### config.mk
export PLATFORM = sky130hd
export DESIGN_NAME = decode_stage
export DESIGN_NICKNAME = d
export VERILOG_FILES = /design/src/source/cpu_isa_pkg.sv /design/src/source/decode_stage.sv
export VERILOG_INCLUDE_DIRS = /design/src /design/src/source
export SDC_FILE = /design/constraint.sdc
export NUM_CORES = 2
export LEC_CHECK = 0
export CAP_MARGIN = 20
export CORE_MARGIN = 2
export CORE_UTILIZATION = 30
export DETAILED_ROUTE_END_ITERATION = 8
export DONT_BUFFER_PORTS = 1
export PLACE_DENSITY = 0.55
export SLEW_MARGIN = 20
export SYNTH_ARGS = -nofsm -noshare
export SYNTH_HDL_FRONTEND = slang
export SYNTH_SLANG_ARGS = --single-unit
### constraint.sdc
create_clock -name clk -period 3.9 [get_ports clk]
set_clock_uncertainty 0.1 [all_clocks]
set_input_delay 0.195 -clock clk [delete_from_list [all_inputs] [get_ports clk]]
set_output_delay 0.195 -clock clk [all_outputs]
set_load 0.01 [all_outputs]
### src/source/cpu_consts.svh
`ifndef CPU_CONSTS_SVH
`define CPU_CONSTS_SVH

// memory depths in 32-bit words
`define CPU_IM_WORDS 256
`define CPU_DM_WORDS 256
`define CPU_REGS 32

// host address map, byte addresses
`define CPU_HOST_IM_BASE 32'h0000_0000
`define CPU_HOST_DM_BASE 32'h0000_1000
// write bit 0 = run
`define CPU_HOST_CTRL 32'h0000_2000
// bit 0 running, bit 1 halted
`define CPU_HOST_STATUS 32'h0000_2004
`define CPU_HOST_RETIRED 32'h0000_2008

`endif

### src/source/cpu_isa_pkg.sv
`default_nettype none

package cpu_isa_pkg;

	// ************************************************************
	// instruction word, one per address
	//   [31:26] opcode  [25:21] rd  [20:16] ra  [15:11] rb
	//   [4:0] alu function  [15:0] signed immediate
	//   [25:23] branch condition
	// store writes register rd to memory at ra + imm
	// branch target is pc + 1 + imm, in words
	// ************************************************************

	typedef enum logic [5:0] {
		op_alu    = 6'h01,
		op_addi   = 6'h02,
		op_load   = 6'h03,
		op_store  = 6'h04,
		op_branch = 6'h05,
		op_halt   = 6'h3f
	} opcode_e; // anything else is a no-op

	typedef enum logic [4:0] {
		alu_add = 5'd0,
		alu_sub = 5'd1,
		alu_and = 5'd2,
		alu_or  = 5'd3,
		alu_xor = 5'd4,
		alu_shl = 5'd5,
		alu_shr = 5'd6
	} alu_op_e;

	typedef enum logic [2:0] {
		cond_always = 3'd0,
		cond_eq     = 3'd1,
		cond_ne     = 3'd2,
		cond_lt     = 3'd3,
		cond_ge     = 3'd4,
		cond_cs     = 3'd5,
		cond_cc     = 3'd6,
		cond_never  = 3'd7
	} cond_e;

	typedef enum logic [1:0] {
		wb_alu = 2'd0,
		wb_mem = 2'd1,
		wb_pc  = 2'd2
	} wb_sel_e;

	typedef struct packed {
		logic o;
		logic s;
		logic c;
		logic z;
	} flags_t;

	typedef struct packed {
		alu_op_e alu_op;
		logic    use_imm; // second operand from sign extension
		wb_sel_e wb_sel;
		logic    reg_we;
		logic    mem_we;
		logic    flags_we;
		logic    is_branch;
		cond_e   cond;
	} ctrl_t;

	typedef enum logic [2:0] {
		st_idle      = 3'd0,
		st_fetch     = 3'd1,
		st_decode    = 3'd2,
		st_execute   = 3'd3,
		st_memory    = 3'd4,
		st_writeback = 3'd5
	} cu_state_e;

	function automatic logic cond_true(cond_e cond, flags_t f);
		case (cond)
			cond_always: return 1'b1;
			cond_eq:     return f.z;
			cond_ne:     return !f.z;
			cond_lt:     return f.s ^ f.o; // signed less than
			cond_ge:     return !(f.s ^ f.o);
			cond_cs:     return f.c;
			cond_cc:     return !f.c;
			default:     return 1'b0;
		endcase
	endfunction

endpackage

`default_nettype wire

### src/source/decode_stage.sv
`timescale 1ns/1ns
`default_nettype none
`include "cpu_consts.svh"

module decode_stage import cpu_isa_pkg::*; (
	input  logic        clk,
	input  logic        reset,
	input  logic        start,
	input  logic [31:0] instr,
	input  logic [31:0] wb_data,
	input  flags_t      flags,
	output logic [31:0] a,
	output logic [31:0] b,
	output logic [31:0] imm,
	output ctrl_t       ctrl,
	output logic        pc_we,
	output logic        ir_we,
	output logic        stage_en,
	output logic        running,
	output logic        halted,
	output logic        retire
);

	cu_state_e   state;
	cu_state_e   state_nxt;
	opcode_e     opcode;
	logic [4:0]  rd;
	logic [4:0]  ra;
	logic [4:0]  rb_sel;
	ctrl_t       dec;
	logic [31:0] rf [`CPU_REGS];

	assign opcode = opcode_e'(instr[31:26]);
	assign rd = instr[25:21];
	assign ra = instr[20:16];
	assign rb_sel = (opcode == op_store) ? rd : instr[15:11]; // store data sits in rd

	// ************************************************************
	// instruction decode
	// ************************************************************
	always_comb begin
		dec = '0;
		case (opcode)
			op_alu: begin
				dec.alu_op = alu_op_e'(instr[4:0]);
				dec.reg_we = 1'b1;
				dec.flags_we = 1'b1;
			end
			op_addi: begin
				dec.use_imm = 1'b1;
				dec.reg_we = 1'b1;
				dec.flags_we = 1'b1;
			end
			op_load: begin
				dec.use_imm = 1'b1;
				dec.wb_sel = wb_mem;
				dec.reg_we = 1'b1;
			end
			op_store: begin
				dec.use_imm = 1'b1;
				dec.mem_we = 1'b1;
			end
			op_branch: begin
				dec.use_imm = 1'b1;
				dec.is_branch = 1'b1;
				// flags cannot change before execute, so resolve here
				dec.cond = cond_true(cond_e'(instr[25:23]), flags) ? cond_always : cond_never;
			end
			default: ;
		endcase
	end

	// register file and operand latches
	always_ff @(posedge clk) begin
		if (state == st_decode) begin
			a <= (ra == 5'd0) ? '0 : rf[ra];
			b <= (rb_sel == 5'd0) ? '0 : rf[rb_sel];
			imm <= {{16{instr[15]}}, instr[15:0]};
			ctrl <= dec;
		end
		if (state == st_writeback && ctrl.reg_we)
			rf[rd] <= wb_data;
	end

	// ************************************************************
	// control unit
	// ************************************************************
	always_ff @(posedge clk) begin
		if (reset) begin
			state <= st_idle;
			halted <= 1'b0;
		end else begin
			state <= state_nxt;
			if (start)
				halted <= 1'b0;
			else if (state == st_decode && opcode == op_halt)
				halted <= 1'b1;
		end
	end

	always_comb begin
		state_nxt = state;
		pc_we = 1'b0;
		retire = 1'b0;
		case (state)
			st_idle: begin
				if (start)
					state_nxt = st_fetch;
			end
			st_fetch: state_nxt = st_decode;
			st_decode: begin
				case (opcode)
					op_halt: begin
						retire = 1'b1;
						state_nxt = st_idle;
					end
					op_alu, op_addi, op_load, op_store, op_branch: state_nxt = st_execute;
					default: begin // no-op
						pc_we = 1'b1;
						retire = 1'b1;
						state_nxt = st_fetch;
					end
				endcase
			end
			st_execute: begin
				if (ctrl.is_branch) begin
					pc_we = 1'b1; // fetch picks target or pc + 1 from take
					retire = 1'b1;
					state_nxt = st_fetch;
				end else if (ctrl.mem_we || ctrl.wb_sel == wb_mem) begin
					state_nxt = st_memory;
				end else begin
					state_nxt = st_writeback;
				end
			end
			st_memory: begin
				if (ctrl.mem_we) begin
					pc_we = 1'b1;
					retire = 1'b1;
					state_nxt = st_fetch;
				end else begin
					state_nxt = st_writeback;
				end
			end
			st_writeback: begin
				pc_we = 1'b1;
				retire = 1'b1;
				state_nxt = st_fetch;
			end
			default: state_nxt = st_idle;
		endcase
	end

	assign ir_we = (state == st_fetch);
	assign stage_en = (state == st_execute);
	assign running = (state != st_idle);

endmodule

`default_nettype wire

---- Word level (Yosys, flattened, before mapping) ----
Memory sizes are Yosys's and may differ from the RTL's. A register that Yosys moved wholly into a read port is not among the register bits.
Index checks and enable logic that the tools add are counted.
storage, ports and cells
  register bits after elaboration ......... 35
  memory bits (writable) .................. 1024
  input bits .............................. 71
  output and inout bits ................... 117
  word-level logic and storage cells ...... 73
  memories kept ........................... 1
operators by class
  equality and inequality tests ........... 19
  multiplexer cells ....................... 24
  bitwise logic cells ..................... 1
  reductions and logical operators ........ 17
memory list
  memory  depth  width  rd ports  clocked after memory_dff  wr ports  line                text
  rf      32     32     2         2                         1         decode_stage.sv:31  logic [31:0] rf [`CPU_REGS];
operators with widths
  operator                                                          count
  3-bit one-hot mux with 6 select lines                             1
  3-bit == test (second input constant)                             5
  1-bit two-way mux                                                 13
  3-bit by 2-bit == test with 1-bit output (second input constant)  4
  6-bit by 2-bit == test with 1-bit output (second input constant)  2
  6-bit by 3-bit == test with 1-bit output (second input constant)  2
  3-bit two-way mux                                                 4
  5-bit zero test                                                   2
  1-bit one-hot mux with 4 select lines                             2
  1-bit one-hot mux with 7 select lines                             1
  3-bit by 1-bit == test with 1-bit output (second input constant)  2
  6-bit by 1-bit == test with 1-bit output (second input constant)  1
  6-bit == test (second input constant)                             1
  3-bit zero test                                                   2
  6-bit OR reduction                                                1
  5-bit two-way mux                                                 1
  5-bit OR reduction                                                1
  4-bit two-way mux                                                 1
  2-bit one-hot mux with 2 select lines                             1
  2-bit OR reduction                                                2
  4-bit OR reduction                                                1
  1-bit zero test                                                   3
  3-bit nonzero test                                                1
  3-bit OR reduction                                                1
  other kinds (5)                                                   6

---- Depth between registers and ports, before layout ----
  word-level depth ........................ 6
  depth in mapped cells ................... 13
  depth with buffers taken out ............ 8

---- Worst setup path before layout ----
No wires, ideal clock.
  path type ............................... register -> register
  start ................................... register state[1]
  end ..................................... memory rf[12][0], enable pin
  library setup time ...................... 0.421 ns
  arrival time ............................ 2.510 ns
  required time ........................... 3.379 ns
  path slack .............................. 0.869 ns
  stages on the path, launching flop included .. 6
  path buffers ............................ 1
  period minus slack after synthesis ...... 3.031 ns
  cells stage by stage .................... dfxtp_1 -> clkbuf_1 -> nand2b_1 -> nor3_1 -> nand3_1 -> nor2_1
on the way
  longest elaborated chain between the ends .. 4
ends and longest elaborated chain
  what                                     line                text
  from (decl)                              decode_stage.sv:24  cu_state_e state;
  from (signal assigned)                   decode_stage.sv:90  state <= st_idle;
  from (signal assigned)                   decode_stage.sv:93  state <= state_nxt;
  3-bit == test                            decode_stage.sv:81  if (state == st_writeback && ctrl.reg_we)
  1-bit logical AND                        decode_stage.sv:81
  1-bit two-way mux                        decode_stage.sv:81
  1-bit two-way mux (not written as such)  decode_stage.sv:82  rf[rd] <= wb_data;
  to (decl)                                decode_stage.sv:31
No other way between the ends.

---- Worst setup path in the final report ----
  start ................................... input port instr[27]
  end ..................................... register b[3] (read register of rf) (data pin)
on the way
  longest elaborated chain between the ends .. 3
ends and longest elaborated chain
  what                                          line                text
  from (decl)                                   decode_stage.sv:9   input logic [31:0] instr,
  6-bit by 3-bit == test with 1-bit output (*)  decode_stage.sv:36  assign rb_sel = (opcode == op_store) ? rd : instr[15:11];
  5-bit two-way mux (*)                         decode_stage.sv:36
  5-bit zero test                               decode_stage.sv:77  b <= (rb_sel == 5'd0) ? '0 : rf[rb_sel];
  to (decl)                                     decode_stage.sv:13  output logic [31:0] b,
Mark *: on every way between the ends. The rest lies on a longest branch, timed or not.
A chain may end at the register's enable or synchronous reset.

==> key figures <==
Floorplanning
  – Die area: 172000 sq um
  – Die span in y: 415 microns
  – Initial Util: 0.302
  – I/O pin total: 188
  – Core area: 167000 sq um
  – Std cell rows: 150
  – DIE WIDTH: 415 microns

Synth
  – Sequential-to-total area share from yosys stat: 0.664
  – Post-synthesis net count: 2868
  – Post-synth EDFFs: 1116
  – Synthesized area: 50600 sq um
  – Share of flip-flops with an asynchronous set or reset: 0
  – Yosys cell types: 51
  – Post-Syn Instances: 2797
  – Main synth FF type: edfxtp_1
  – Seq cells post-synth: 1120
  – Synth Warn #: 0
  – Mean Syn Cell Area: 18.1 sq um

Detailed routing
  – Final WL: 171 mm
  – Vias: 30400
  – Routed len/inst: 32.7 microns
  – Avg Vias per Cell: 5.81
  – Initial DRC count: 3822
  – DRC violation count after routing: 0
  – Routed Antenna Nets: 0
  – Router iterations before antenna repair: 6

Worst setup path
  – Worst setup SP type: input pin
  – CP Capture Type: register
  – Crit Path Category: input pin to register
  – Worst endpoint required time: 4.27 ns
  – Arr. time, crit path: 3.91 ns
  – Length in cells of the worst reg-to-reg path: 5
  – Crit Path Max Fanout: 32

Timing
  – Fmax: 282 MHz
  – Unrepaired setup endpoints after global routing: no
  – Slew HR: -0.557
  – Worst-Margin Slew: 2.34 ns
  – Tmin final: 3.54 ns
  – Slew Limit Fails: 158
  – Final Cycle Share: 0.908
  – Setup_tns: 0 ns
  – Setup ws final: 0.359 ns
  – Final hold violation count: 0
  – Final setup fails: 0

Clocking
  – Resized cells post-CTS: 0
  – H-tree levels: 3
  – CTS clock-pin slew for the worst setup and hold paths: 0.06 ns
  – Clk Latency, worst-skew pair: 0.76 ns
  – Clock buffers created by TritonCTS: 119
  – TritonCTS clock tree: built
  – Post-CTS setup repair buffer count: 0
  – CTS sink count: 1120
  – Root Driver: clkbuf_16
  – CTS Hold Bufs: 92
  – Max Root-Sink Buffers: 3

Flow run
  – Max cap viols: 0

Pwr
  – Combinational share of power: 0.069
  – Part of the power in the clock network: 0.428
  – Switch share: 0.224
  – Total power: 26.6 mW
  – Maximum VDD drop: 0.383 mV
  – Pwr dens: 449 nW/um^2
  – Sequential power share: 0.502
  – Sw power: 5.96 mW
  – Leak Pwr: 19.0 nW
  – Cell Int Power: 20.6 mW

Placed design
  – Placer congestion estimate: 0.778
  – Number of I/O port buffers: 0
  – Post-Place Setup Slack: 0.200 ns
  – HPWL after detailed placement: 91.0 mm
  – Placed cells: 4888

GRT
  – Global route overflow: 0
  – First-pass GRT wire length: 238 mm
  – Total track usage: 0.194
  – Initial antenna violation count: 10
  – Pin count of the biggest net entering global routing: 310
  – Vias in the first global route: 30000

Status
  – Failing checks: max-slew violations
  – Status: finished with violations

Finish
  – Area growth syn-to-layout: 17.1%
  – Layout cell share with drive strength beyond 1: 0.249
  – Fill cell total of the finished layout: 15500
  – Non-Filler Instances: 5232
  – # nets final: 2987

Min path
  – Hold Path Cell Cnt: 3
  – Min-delay worst type: input pin to register
==> synth_stat cells, types with 13 or more instances <==
| cell | n | area share |
|---|---|---|
| a211oi_1 | 22 | 0.0033 |
| a21oi_1 | 57 | 0.0056 |
| a221oi_1 | 29 | 0.0050 |
| a22o_1 | 65 | 0.011 |
| buf_1 | 23 | 0.0017 |
| buf_2 | 43 | 0.0043 |
| buf_4 | 30 | 0.0045 |
| clkbuf_1 | 128 | 0.0095 |
| edfxtp_1 | 1116 | 0.66 |
| mux2_2 | 43 | 0.0096 |
| mux2i_1 | 333 | 0.066 |
| mux4_2 | 342 | 0.15 |
| nand2_1 | 82 | 0.0061 |
| nand2b_1 | 15 | 0.0019 |
| nor2_1 | 70 | 0.0052 |
| nor3_1 | 50 | 0.0049 |
| nor4_1 | 66 | 0.0082 |
| o211ai_1 | 13 | 0.0019 |
| o21ai_0 | 38 | 0.0038 |
| o221ai_1 | 23 | 0.0040 |
| o22ai_1 | 128 | 0.016 |
==> cells in the final DEF, fill, tap and decap left out, drive strengths merged, types with 10 or more instances in the layout <==
cell            n
o22ai         128
bufinv         13
buf           145
o211ai         13
clkbuf        139
o221ai         23
nor2           70
dlygate4sd3    87
mux4          342
nand2          83
a22o           65
a221oi         29
nor4           66
mux2           43
a211o          10
mux2i         333
clkinv         65
nor3           51
edfxtp       1116
a21oi          57
a211oi         22
inv            11
o21ai          38
nand2b         15
==> sequential cells by signal (all words and copies together) (netlist names) <==
signal	cells
rf	1024
a	32
b	32
imm	16
ctrl	12
state	3
halted	1
==> power groups by stage <==
stage,clock network (mW),logic [mW],registers [mW]
floorplan,0,1.18,13.6
global placement,0,1.50,13.6
detailed placement,0,1.50,13.6
CTS,11.6,1.80,13.4
global route,12.0,1.92,13.4
finish,11.4,1.85,13.4
==> cell families after synthesis <==
logic type | count (synthesis) | share of synthesized area
DFF | 1120 | 0.664
and+or+nand+nor | 318 | 0.0312
buffers and inverters | 240 | 0.0226
xor gates and xnor gates | 2 | 0.000346
other | 1 | 0.0000741
AOI/OAI and AO/OA | 398 | 0.0544
muxes | 718 | 0.228
==> routing by layer <==
layer / GRT usage / wire (microns) / share of wire
met1: 0.271 / 72400 / 0.42
met2: 0.304 / 79100 / 0.46
met3: 0.0383 / 14300 / 0.083
met4: 0.0606 / 5360 / 0.031
met5: 0 / 27 / 0.00016
==> metrics by stage <==
step / utilization / hold slack (ns) / cell area [sq um]
detailed placement: 0.324 / 0.174 / 54300
CTS: 0.353 / 0.000120 / 59200
finish: 0.354 / 0.00102 / 59300
floorplan: - / 0.172 / 50600
global route: 0.354 / 0.0135 / 59300
global placement: 0.324 / 0.173 / 54300
==> area by class of cell <==
| class | instances | area (sq um) | area share |
|---|---|---|---|
| well taps | 2204 | 2760 | 0.0465 |
| flip-flops and latches | 1120 | 33600 | 0.567 |
| repair buffers | 232 | 2740 | 0.0462 |
| inverters | 6 | 27.5 | 0.000464 |
| clock inverters | 86 | 788 | 0.0133 |
| diodes | 8 | 20.0 | 0.000338 |
| multi-input cells | 1437 | 16300 | 0.274 |
| clock buffers | 139 | 3100 | 0.0522 |
==> worst paths after layout <==
path                   from         end  slack [ns]
hold / removal    instr[20]        a[0]       0.001
setup reg to reg   state[1]  rf[13][30]        0.77
setup / recovery  instr[27]        b[3]        0.36
hold reg to reg    state[0]    state[2]        0.65
==> worst max-delay path: stages <==
cell and delay, ns:
dlygate4sd3_1 0.67, nor3b_4 0.41, nand2_4 0.18, inv_4 0.22
mux2i_4 0.33, buf_12 0.22, buf_12 0.27, mux4_2 0.54
a22o_1 0.24, nor4_1 0.46, nor3_1 0.09
Note: power is estimated with default switching activity, not from simulation.
