File: src/source/cpu_consts.svh
`ifndef CPU_CONSTS_SVH
`define CPU_CONSTS_SVH

// memory depths in 32-bit words
`define CPU_IM_WORDS 256
`define CPU_DM_WORDS 256
`define CPU_REGS 32

// host address map, byte addresses
`define CPU_HOST_IM_BASE 32'h0000_0000
`define CPU_HOST_DM_BASE 32'h0000_1000
// write bit 0 = run
`define CPU_HOST_CTRL 32'h0000_2000
// bit 0 running, bit 1 halted
`define CPU_HOST_STATUS 32'h0000_2004
`define CPU_HOST_RETIRED 32'h0000_2008

`endif

File: src/source/cpu_bus_pkg.sv
`default_nettype none

package cpu_bus_pkg;

	typedef enum logic [1:0] {
		axi_okay   = 2'b00,
		axi_slverr = 2'b10
	} axi_resp_e;

	typedef struct packed {
		logic        aw_valid;
		logic [31:0] aw_addr;
		logic        w_valid;
		logic [31:0] w_data;
		logic        b_ready;
		logic        ar_valid;
		logic [31:0] ar_addr;
		logic        r_ready;
	} axil_req_t;

	typedef struct packed {
		logic        aw_ready;
		logic        w_ready;
		logic        b_valid;
		axi_resp_e   b_resp;
		logic        ar_ready;
		logic        r_valid;
		logic [31:0] r_data;
		axi_resp_e   r_resp;
	} axil_rsp_t;

	// host side access to one memory
	typedef struct packed {
		logic        en;
		logic        we;
		logic [7:0]  idx; // word index
		logic [31:0] wdata;
	} host_mem_t;

	typedef enum logic [2:0] {
		hp_idle  = 3'd0,
		hp_wr    = 3'd1,
		hp_wresp = 3'd2,
		hp_rd    = 3'd3,
		hp_rresp = 3'd4
	} hp_state_e;

endpackage

`default_nettype wire

File: src/source/host_port.sv
`timescale 1ns/1ns
`default_nettype none
`include "cpu_consts.svh"

module host_port import cpu_bus_pkg::*; (
	input  logic        clk,
	input  logic        reset,
	input  axil_req_t   axil_req,
	input  logic [31:0] im_rdata,
	input  logic [31:0] dm_rdata,
	input  logic        running,
	input  logic        halted,
	input  logic        retire,
	output axil_rsp_t   axil_rsp,
	output host_mem_t   im_host,
	output host_mem_t   dm_host,
	output logic        start
);

	hp_state_e   state;
	logic        wr_go;
	logic        rd_go;
	logic [31:0] addr_q;
	logic [31:0] wdata_q;
	logic [31:0] rdata_q;
	logic [31:0] reg_rdata;
	logic [31:0] retired;
	logic [31:0] im_off;
	logic [31:0] dm_off;
	axi_resp_e   resp_q;
	logic        in_im;
	logic        in_dm;
	logic        is_ctrl;
	logic        is_status;
	logic        is_retired;
	logic        access_ok;
	logic        mem_en;

	// one transaction at a time, writes win a tie
	assign wr_go = (state == hp_idle) && axil_req.aw_valid && axil_req.w_valid;
	assign rd_go = (state == hp_idle) && axil_req.ar_valid && !wr_go;

	always_ff @(posedge clk) begin
		if (reset) begin
			state <= hp_idle;
		end else begin
			case (state)
				hp_idle: begin
					if (wr_go)
						state <= hp_wr;
					else if (rd_go)
						state <= hp_rd;
				end
				hp_wr: state <= hp_wresp;
				hp_rd: state <= hp_rresp;
				hp_wresp: begin
					if (axil_req.b_ready)
						state <= hp_idle;
				end
				hp_rresp: begin
					if (axil_req.r_ready)
						state <= hp_idle;
				end
				default: state <= hp_idle;
			endcase
		end
	end

	// ************************************************************
	// address map
	// ************************************************************
	assign im_off = addr_q - `CPU_HOST_IM_BASE;
	assign dm_off = addr_q - `CPU_HOST_DM_BASE;
	assign in_im = im_off < 32'(`CPU_IM_WORDS * 4);
	assign in_dm = dm_off < 32'(`CPU_DM_WORDS * 4);
	assign is_ctrl = (addr_q == `CPU_HOST_CTRL);
	assign is_status = (addr_q == `CPU_HOST_STATUS);
	assign is_retired = (addr_q == `CPU_HOST_RETIRED);

	// memories are locked while the core runs, status is read only
	always_comb begin
		if (in_im || in_dm)
			access_ok = !running;
		else if (state == hp_rd)
			access_ok = is_ctrl || is_status || is_retired;
		else
			access_ok = is_ctrl;
	end

	always_comb begin
		reg_rdata = '0;
		if (is_status)
			reg_rdata = {30'd0, halted, running};
		else if (is_retired)
			reg_rdata = retired;
		else if (is_ctrl)
			reg_rdata = {31'd0, running};
	end

	always_ff @(posedge clk) begin
		if (wr_go) begin
			addr_q <= axil_req.aw_addr;
			wdata_q <= axil_req.w_data;
		end else if (rd_go) begin
			addr_q <= axil_req.ar_addr;
		end
		if (state == hp_wr || state == hp_rd)
			resp_q <= access_ok ? axi_okay : axi_slverr;
		if (state == hp_rd)
			rdata_q <= reg_rdata;
	end

	assign mem_en = (state == hp_wr || state == hp_rd) && !running;

	always_comb begin
		im_host.en = mem_en && in_im;
		im_host.we = (state == hp_wr);
		im_host.idx = im_off[9:2];
		im_host.wdata = wdata_q;
		dm_host.en = mem_en && in_dm;
		dm_host.we = (state == hp_wr);
		dm_host.idx = dm_off[9:2];
		dm_host.wdata = wdata_q;
	end

	assign start = (state == hp_wr) && is_ctrl && wdata_q[0] && !running;

	always_ff @(posedge clk) begin
		if (reset)
			retired <= '0;
		else if (start)
			retired <= '0;
		else if (retire)
			retired <= retired + 32'd1;
	end

	always_comb begin
		axil_rsp.aw_ready = wr_go;
		axil_rsp.w_ready = wr_go;
		axil_rsp.b_valid = (state == hp_wresp);
		axil_rsp.b_resp = resp_q;
		axil_rsp.ar_ready = rd_go;
		axil_rsp.r_valid = (state == hp_rresp);
		axil_rsp.r_resp = resp_q;
		if (in_im)
			axil_rsp.r_data = im_rdata;
		else if (in_dm)
			axil_rsp.r_data = dm_rdata;
		else
			axil_rsp.r_data = rdata_q;
	end

endmodule

`default_nettype wire

File: config.mk
export PLATFORM = sky130hd
export DESIGN_NAME = host_port
export DESIGN_NICKNAME = d
export VERILOG_FILES = /design/src/source/cpu_bus_pkg.sv /design/src/source/host_port.sv
export VERILOG_INCLUDE_DIRS = /design/src /design/src/source
export SDC_FILE = /design/constraint.sdc
export NUM_CORES = 1
export LEC_CHECK = 0
export BUFFER_PORTS_ARGS = -buffer_cell sky130_fd_sc_hd__buf_2
export CORE_ASPECT_RATIO = 1.4
export CORE_MARGIN = 3
export CORE_UTILIZATION = 25
export CTS_CLUSTER_DIAMETER = 120
export DETAILED_ROUTE_END_ITERATION = 12
export GPL_TIMING_DRIVEN = 0
export RECOVER_POWER = 25
export SLEW_MARGIN = 20
export SYNTH_ARGS = -nofsm -noshare
export SYNTH_HDL_FRONTEND = slang
export SYNTH_SLANG_ARGS = --single-unit
File: constraint.sdc
create_clock -name clk -period 2.73 [get_ports clk]
set_input_delay 0.1365 -clock clk [delete_from_list [all_inputs] [get_ports clk]]
set_output_delay 0.1365 -clock clk [all_outputs]
set_load 0.02 [all_outputs]
After elaboration in Yosys (flattened, before gate mapping)
Cells that the tools add are included.
- flip-flop bits (word level): 133
- input port bits: 170
- word-level logic and storage cells: 56
- $add $sub $neg: 2
- reductions and logical operators: 20
- equal/unequal tests: 10
- order comparisons: 2
- multiplexer cells: 15
- operators with widths (cell ; number):
    32-bit 2-to-1 mux ; 5
    32-bit by 14-bit == test with 1-bit output (second input constant) ; 3
    32-bit by 11-bit less-than comparator with 1-bit output (second input constant) ; 2
    32-bit by 1-bit adder with 32-bit output (second input constant) ; 1
    32-bit by 13-bit subtractor with 32-bit output (second input constant) ; 1
    3-bit one-hot mux with 5 select lines ; 1
    3-bit 2-to-1 mux ; 4
    1-bit logical AND ; 10
    3-bit by 2-bit == test with 1-bit output (second input constant) ; 2
    1-bit logical OR ; 4
    2-bit 2-to-1 mux ; 2
    2-bit != test (second input constant) ; 2
    3-bit by 1-bit == test with 1-bit output (second input constant) ; 1
    3-bit == test (second input constant) ; 1
    3-bit zero test ; 1
    1-bit 2-to-1 mux ; 3
    3-bit != test (second input constant) ; 1
    3-bit AND reduction ; 1
    1-bit zero test ; 2
    2-bit nonzero test ; 1
    2-bit OR reduction ; 1

Longest topological paths before layout
Gate-level depths: netlist (run 1).
- depth in word-level cells: 8
- mapped depth: 6
- mapped depth without buffers: 5

Least setup slack after synthesis (run 1)
No wires, ideal clock.
- kind: register to register
- from: reg state[1]
- to: reg addr_q[22], data pin
- library setup time: 262 ps
- clock period less this slack: 2937 ps
- arrival: 2675 ps
- stages on the path, launching flop included: 7
- slack: -207 ps
- cell sequence: dfxtp_1 > clkbuf_1 > nor3_1 > and3_1 > clkbuf_1 > buf_1 > mux2_2
- longest elaborated chain between the ends: 4
- ends and longest elaborated chain (item ; RTL line ; RTL):
    start: declaration ; host_port.sv:20 ; hp_state_e state;
    start signal: assignment ; host_port.sv:45 ; state <= hp_idle;
    start signal: assignment ; host_port.sv:50 ; state <= hp_wr;
    start signal: assignment ; host_port.sv:52 ; state <= hp_rd;
    3-bit zero test ; host_port.sv:40 ; assign wr_go = (state == hp_idle) && axil_req.aw_valid && axil_req.w_valid;
    1-bit logical AND (2 in series) ; host_port.sv:40 ;
    via wr_go ; host_port.sv:21 ; logic wr_go;
    32-bit 2-to-1 mux ; host_port.sv:101 ; if (wr_go) begin
    end signal: assignment ; host_port.sv:102 ; addr_q <= axil_req.aw_addr;
    end signal: assignment ; host_port.sv:105 ; addr_q <= axil_req.ar_addr;
    end: declaration ; host_port.sv:23 ; logic [31:0] addr_q;
The timed path passes the listed nets, and every way through them passes these cells.
A chain may end at the register's enable or synchronous reset.

==> results of run 1 <==
## per-layer routing
| layer | up-vias | share of wire (%) | track usage [%] |
|---|---|---|---|
| met3 | 48 | 6.1 | 3.11 |
| met1 | 2827 | 37 | 15.8 |
| met4 | 8 | 3.5 | 7.43 |
| met5 | - | 0.22 | 0 |
| li1 | 2887 | - | - |
| met2 | 255 | 53 | 29.2 |
## registers in the layout, summed over array words and instances, names as in the netlist
signal   cells
addr_q      32
rdata_q     32
retired     32
wdata_q     32
state        3
resp_q       1
## power by group
group | internal, W | switching (W)
Clock | 0.00152 | 0.000841
Sequential | 0.00228 | 0.0000788
Combinational | 0.000344 | 0.000389
## area by class of cell
class / count / share of cell area, %
clock buffer: 18 / 4.40
clock inverter: 14 / 1.88
inverter: 8 / 0.346
tap: 324 / 4.15
buffer: 95 / 6.50
multi-input combinational: 335 / 26.5
timing repair buffer: 341 / 19.2
sequential: 132 / 37.0
## stage by stage
| stage | setup WS (ns) | total power, W |
|---|---|---|
| after global routing | -0.0369 | 0.00566 |
| after floorplan | 0.294 | 0.00275 |
| after CTS | -0.0483 | 0.00549 |
| final | 0.0931 | 0.00545 |
| after detailed placement | -0.370 | 0.00306 |
| after global placement | -0.536 | 0.00304 |
## cells in the final DEF (no fill, tap or decap), types with 12 or more instances in the layout
master and count:
dlygate4sd3_1 36, mux2_2 32, edfxtp_1 97, a2bb2oi_1 31
and2_1 26, clkbuf_1 70, nand2_1 12, buf_4 68
dfxtp_1 35, clkbuf_16 17, a211oi_1 17, nor3_1 24
buf_2 248, o21ai_0 39, o2111ai_1 31
## repair_timing
action                                  4_1_cts  5_1_grt
pin swaps                                     4        3
endpoints found under the hold margin        39        0
resized for setup                            33       15
hold buffers                                 36        0
endpoints found under the setup margin      131       46
setup buffers                                 5        7
## final timing paths
kind / from / endpoint / slack (ns) / depth (start not counted)
min reg2reg: retired[31]$_SDFFE_PP0P_ / retired[31]$_SDFFE_PP0P_ / 0.49 / 2
min: axil_req[86] / addr_q[18]$_DFFE_PP_ / 0.03 / 2
max: addr_q[16]$_DFFE_PP_ / axil_rsp[18] / 0.09 / 7
max reg2reg: addr_q[26]$_DFFE_PP_ / rdata_q[17]$_SDFFCE_PP0P_ / 0.24 / 7
## Yosys cell counts, types with 8 or more instances
master	instances	area (um2)
nand4_1	10	62.6
o31ai_1	9	67.6
nor3_1	24	120
nand3_1	12	60.1
a211oi_1	17	128
a2bb2oi_1	32	280
nand2_1	12	45.0
or4_1	9	67.6
nor4_1	9	56.3
o2111ai_1	32	280
o21ai_0	40	200
dfxtp_1	35	701
mux2_2	32	360
buf_4	55	413
xnor2_1	8	70.1
edfxtp_1	97	2910
and2_1	27	169
clkbuf_1	34	128
## logic make-up after synthesis
group                    count (synthesis)
AND/OR/NAND/NOR                        148
other                                    1
flip-flops                             132
buffers and inverters                  107
AO/OA/AOI/OAI                          136
multiplexers                            33
adder cells (fa/ha/maj)                  2
XOR/XNOR                                14
==> results.toml, run 1 <==
[worst_setup_path]
path_common_cell = "buf_4"
worstPathRequired_ns = 2.59
critPathBufInv = 3
cp.arrival_ns = 2.50
worstPathCellList = "nor4_4 -> buf_4 -> nand3_4 -> or3_4 -> buf_4 -> a2bb2oi_1 -> buf_2"
worstSetupStartpointType = "flip-flop"
setup.worst_path.end_class = "primary output"
cp_max_fo = 10
slowest_stage = "or3_4"
critPathKind = "flip-flop to primary output"
cp_top_family = "simple AND/OR/NAND/NOR gates"
cpPeakStageDelay_ns = 0.45

[sta]
finalClockSkew_ns = 0.0142
setup_viol = 0
period_needed_ns = 2.64
tightest_slew_ns = 0.699
fin_setup_tns_ns = 0
slew_headroom_pct = 53.3
rsz0062_at_grt = "yes"
fmax_mhz = 379
hold_ws_ns = 0.0264
hold_viol_final = 0
slew_viol_final = 0
period_share_pct = 96.6

[synthesis]
synth_area_per_cell_um2 = 11.7
synth_area_um2 = 6700
synth-simple-area-share_pct = 13.7
ys_warn_count = 0
synth_flop_cell = "edfxtp_1"
synth_fa_ha_area_share_pct = 0.336
synth_compound_area_share_pct = 14.8
synthMuxAreaShare_pct = 5.53
async_reset_ff_share_pct = 0
syn_inst = 573
synth_seq_cells = 132
synth_seq_area_share_pct = 53.9
synth-xor-area-share_pct = 1.83
synth_top_family_by_area = "compound AO/OA/AOI/OAI gates"
synth-edff-count = 97
ys_types = 49

[pwr]
ir_worst_vdd_v = 0.000263
powerDensity_nw_per_um2 = 558
p_leak_nw = 3.85

[layout]
fin_util_pct = 37.1
finalNetCount = 1101
final_cell_count_no_fill = 1267
antenna_cells = 0
layout-drive-gt1-share_pct = 44.2
seq_area_um2 = 3610
multi_input_area_um2 = 2590
syn2layout_area_growth_pct = 45.7
fillers = 2625
fin_area_um2 = 9760

[clock_tree]
cts_inserted_buffers = 17
cts.clk_slew.worst_paths_ns = 0.06
clkLatencyLatePin_ns = 0.42
cts_root_buffer = "clkbuf_16"
cts_tree = "yes"
clockBufferDepth = 2
cts_max_level = 4
cts.sinks = 132

[placed_design]
portBuffers = 292
dpl_cell_area_um2 = 8610
dp.cells = 1191
gp_congestion = 0.796
hpwl_mm = 18.4

[global_route]
antenna_found_initial = 4
grt_start_max_net_pins = 44
grt_pass1_vias = 5852
grt_overflow = 0
grt_util_all_layers_pct = 15.4
grt_pass1_wl_mm = 32.8

[detailed_routing]
drc = 0
ant_nets = 0
vias_per_cell = 4.76
drt_first_pass_iters = 4
route.vias.total = 6025
wl_per_cell_um = 18.6
drt_iter0_drc = 361
wl_mm = 23.6

[run_status]
status = "finished clean"

[floorplanning]
die_h_um = 200
core_area_um2 = 26300
die_w_um = 144
start_util_pct = 25.5
row_count = 70
dieArea_um2 = 28800
ios = 296

[worst_hold_path]
hold_path_class = "primary input to flip-flop"

[run]
maxCapViolations = 0
Note: power is estimated with default switching activity, not from simulation.
==> run 2: changes to the inputs <==
- CORE_UTILIZATION: 25 -> 33
- clock period: 2.73 -> 2.7 ns (I/O delays scaled with it)
==> run 2 against run 1 <==
Net effect:
- power shrank 0.64%
- worst setup slack gained 0.014 ns
- wire length shrank 12%
- critical path depth is the same
- non-clock buffer count shrank 3
- sequential share of layout area grew 0.54 points
- cell area shrank 1.4%
- sequential cell count is the same
- global-route usage grew 2.9 points
- hold slack lost 0.020 ns
- critical path type unchanged
- largest power group unchanged
==> results.toml, run 2 (same netlist as run 1, synthesis figures left out) <==
[run_status]
status = "finished clean"

[layout]
multi_input_area_um2 = 2580
layout-drive-gt1-share_pct = 43.9
final_cell_mix = "buf_2, edfxtp_1, clkbuf_1, buf_4, dfxtp_1"
syn2layout_area_growth_pct = 43.5
fillers = 1890
seq_area_um2 = 3610
fin_util_pct = 48.3
final_common_cell = "buf_2"
finalNetCount = 1098

[worst_setup_path]
worstPathRequired_ns = 2.57
worstSetupStartpointType = "flip-flop"
cp.arrival_ns = 2.46
setup.worst_path.end_class = "primary output"
cp_max_fo = 10
critPathKind = "flip-flop to primary output"

[global_route]
grt_start_max_net_pins = 44
antenna_found_initial = 2
grt_util_all_layers_pct = 18.3
grt_overflow = 0
grt_pass1_wl_mm = 31.3
grt_pass1_vias = 5957

[clock_tree]
cts.sinks = 132
clkLatencyLatePin_ns = 0.42
clockBufferDepth = 2
cts.clk_slew.worst_paths_ns = 0.06
cts_inserted_buffers = 17
cts_tree = "yes"
cts_root_buffer = "clkbuf_16"
cts_max_level = 4

[detailed_routing]
ant_nets = 0
drc = 0
vias_per_cell = 4.93
wl_per_cell_um = 17.5
route.vias.total = 5884
drt_first_pass_iters = 4
wl_mm = 20.8
drt_iter0_drc = 299

[placed_design]
portBuffers = 292
hpwl_mm = 15.8
gp_congestion = 0.799

[sta]
period_share_pct = 96.0
setup_viol = 0
tightest_slew_ns = 0.750
finalClockSkew_ns = 0.00697
slew_headroom_pct = 49.9
slew_viol_final = 0
fmax_mhz = 386
hold_viol_final = 0
rsz0062_at_grt = "yes"
fin_setup_tns_ns = 0
period_needed_ns = 2.59

[pwr]
p_leak_nw = 3.81
ir_worst_vdd_v = 0.000382
power_w = 0.00541
powerDensity_nw_per_um2 = 563

[floorplanning]
start_util_pct = 33.6
die_h_um = 175
dieArea_um2 = 22100
row_count = 61
core_area_um2 = 19900
ios = 296
die_w_um = 126

[worst_hold_path]
hold_path_class = "primary input to flip-flop"

[run]
maxCapViolations = 0
## run 2: cell count changes in the layout (fill, tap and decap cells not counted), sizes merged
cell	before	now
buf	321	312
bufinv	4	3
clkbuf	95	104
clkdlybuf4s15	1	0
clkinvlp	3	5
diode	0	1
dlygate4sd3	36	33
## run 2: worst max-delay path, cell delays in order (launching register included)
cell      delay [ns]
edfxtp_1        0.41
nor4_4          0.28
buf_4           0.18
nand3_4         0.12
or3_4           0.46
clkbuf_2        0.22
nor3_1          0.16
buf_2           0.20
## run 2: final cells by class
type	instances	share of cell area, %
inverters	8	0.351
flip-flops and latches	132	37.6
well taps	252	3.28
clock inverters	15	1.70
clock buffers	17	4.42
diodes	1	0.0260
multi-input cells	335	26.8
repair buffers	340	19.3
plain buffers	93	6.52
## run 2: worst paths after layout
kind / from / endpoint / slack [ns] / cells past startpoint
setup / recovery: addr_q[25]$_DFFE_PP_ / im_host[41] / 0.11 / 7
hold reg to reg: retired[31]$_SDFFE_PP0P_ / retired[31]$_SDFFE_PP0P_ / 0.50 / 2
setup reg to reg: retired[0]$_SDFFE_PP0P_ / retired[30]$_SDFFE_PP0P_ / 0.32 / 5
hold / removal: axil_req[0] / state[2]$_SDFFE_PP0P_ / 0.007 / 3
## run 2: power by group
part,internal (W),switching (W),total (W)
sequential,0.00230,0.0000767,0.00238
clock,0.00144,0.000871,0.00231
combinational,0.000348,0.000379,0.000727
## run 2: stage by stage
step | setup WS (ns) | area [um2] | instances | hold WS [ns]
global placement | -0.807 | 8490 | 1118 | 0.312
floorplan | 0.264 | 6710 | 574 | 0.234
finish | 0.107 | 9620 | 1193 | 0.00663
detailed placement | -0.456 | 8530 | 1120 | 0.313
CTS | -0.0117 | 9570 | 1187 | 0.00396
global route | -0.0578 | 9620 | 1193 | 0.00507
## run 2: repair_timing
| action | 4_1_cts | 5_1_grt |
|---|---|---|
| endpoints found under the setup margin | 85 | 54 |
| setup buffers | 5 | 8 |
| gates resized for setup | 29 | 30 |
| pin swaps | 2 | 4 |
| hold buffers | 33 | 0 |
| hold endpoints to repair | 37 | 0 |
## run 2: routing by layer
layer | global-route usage, % | share of wire, % | wire length [um]
met1 | 20.3 | 37 | 7770
met2 | 33.1 | 53 | 11100
met3 | 4.68 | 7.5 | 1560
met4 | 7.02 | 1.8 | 371
met5 | 0 | 0.038 | 8
==> run 3: changes to the inputs <==
- CORE_ASPECT_RATIO: 1.4 -> not set
==> run 3 against run 2 <==
Net effect:
- sequential power about the same
- combinational power about the same
- wire length up 6.6%
- critical endpoint is now start
- non-clock buffer count down 4
==> results.toml, run 3 (same netlist as run 1, synthesis figures left out) <==
[floorplanning]
die_h_um = 148
die_w_um = 148
ios = 296
core_area_um2 = 19700
dieArea_um2 = 22000
row_count = 51
start_util_pct = 34.0

[pwr]
powerDensity_nw_per_um2 = 576
p_leak_nw = 3.81
ir_worst_vdd_v = 0.000356
power_w = 0.00553

[clock_tree]
cts.clk_slew.worst_paths_ns = 0.06
cts_tree = "yes"
cts_max_level = 4
clkLatencyLatePin_ns = 0.42
cts_root_buffer = "clkbuf_16"
clockBufferDepth = 2
cts.sinks = 132
cts_inserted_buffers = 17

[sta]
slew_headroom_pct = 49.0
setup_viol = 0
tightest_slew_ns = 0.759
period_share_pct = 95.5
fmax_mhz = 388
hold_viol_final = 0
fin_setup_tns_ns = 0
finalClockSkew_ns = 0.00867
slew_viol_final = 0
period_needed_ns = 2.58

[global_route]
grt_util_all_layers_pct = 19.2
grt_start_max_net_pins = 44
grt_pass1_vias = 5690
antenna_found_initial = 1
grt_pass1_wl_mm = 32.2
grt_overflow = 0

[detailed_routing]
route.vias.total = 5869
drt_first_pass_iters = 4
ant_nets = 0
vias_per_cell = 4.89
drc = 0
drt_iter0_drc = 343
wl_mm = 22.2
wl_per_cell_um = 18.5

[run_status]
status = "finished clean"

[layout]
final_common_cell = "buf_2"
final_cell_count_no_fill = 1201
final_cell_mix = "buf_2, edfxtp_1, clkbuf_1, buf_4, o21ai_0"
layout-drive-gt1-share_pct = 43.5
fillers = 1832
finalNetCount = 1094
syn2layout_area_growth_pct = 43.2
antenna_cells = 0

[worst_setup_path]
critPathBufInv = 4
setup.worst_path.end_class = "primary output"
cp_top_family = "buffers and inverters"
slowest_stage = "edfxtp_1"
cpPeakStageDelay_ns = 0.43
cp.arrival_ns = 2.44
critPathKind = "flip-flop to primary output"
worstPathRequired_ns = 2.57
cp_max_fo = 10
worstPathCellList = "nor4_4 -> nand3_2 -> buf_4 -> nor4_4 -> buf_4 -> buf_2 -> buf_2"
worstSetupStartpointType = "flip-flop"

[placed_design]
hpwl_mm = 16.9
portBuffers = 292
gp_congestion = 0.783
dp.cells = 1132

[worst_hold_path]
hold_path_class = "primary input to flip-flop"

[run]
maxCapViolations = 0
==> run 3: report_power, final <==
group	switching, W	internal, W	leakage (nW)	total (W)
clock network	0.000863	0.00157	0.299	0.00243
logic	0.000389	0.000340	2.27	0.000729
registers	0.0000705	0.00230	1.24	0.00237
==> run 3: timing repair <==
item                                   in CTS  in global routing
resized for setup                          26                 15
pin swaps                                   1                  3
setup endpoints to repair                 122                 40
hold buffers                               34                  0
buffers inserted                            1                  6
endpoints found under the hold margin      38                  0
==> run 3: through the flow <==
step / util [%] / setup WS (ns) / hold slack (ns) / area [um2]
floorplan: - / 0.264 / 0.234 / 6710
global placement: 43.1 / -0.509 / 0.312 / 8500
detailed placement: 43.3 / -0.522 / 0.314 / 8530
CTS: 48.7 / -0.0358 / 0.00707 / 9600
global route: 48.7 / -0.0197 / 0.0107 / 9590
finish: 48.7 / 0.120 / 0.0225 / 9590
==> run 3: final cells by class <==
class,instances,area (um2),share of cell area (%)
Sequential cell,132,3610,37.7
Clock inverter,13,184,1.92
Tap cell,265,332,3.46
Multi-Input combinational cell,335,2530,26.4
Clock buffer,19,443,4.62
Buffer,95,642,6.69
Timing Repair Buffer,334,1820,18.9
Inverter,8,30.0,0.313
==> run 3: path summary, 6_finish.rpt <==
| path | endpoint | from | cells past startpoint | slack [ns] |
|---|---|---|---|---|
| setup reg to reg | rdata_q[30]$_SDFFCE_PP0P_ | addr_q[22]$_DFFE_PP_ | 6 | 0.19 |
| setup / recovery | start | addr_q[22]$_DFFE_PP_ | 7 | 0.12 |
| hold reg to reg | retired[31]$_SDFFE_PP0P_ | retired[31]$_SDFFE_PP0P_ | 2 | 0.50 |
| hold / removal | addr_q[9]$_DFFE_PP_ | axil_req[77] | 2 | 0.02 |
==> run 3: metal layers <==
layer | up-vias | GRT usage [%] | wire length [um]
met2 | 187 | 36.4 | 12000
met5 | - | 0 | 0
li1 | 2877 | - | -
met1 | 2783 | 21.5 | 8630
met3 | 22 | 4.02 | 1270
met4 | 0 | 5.64 | 335
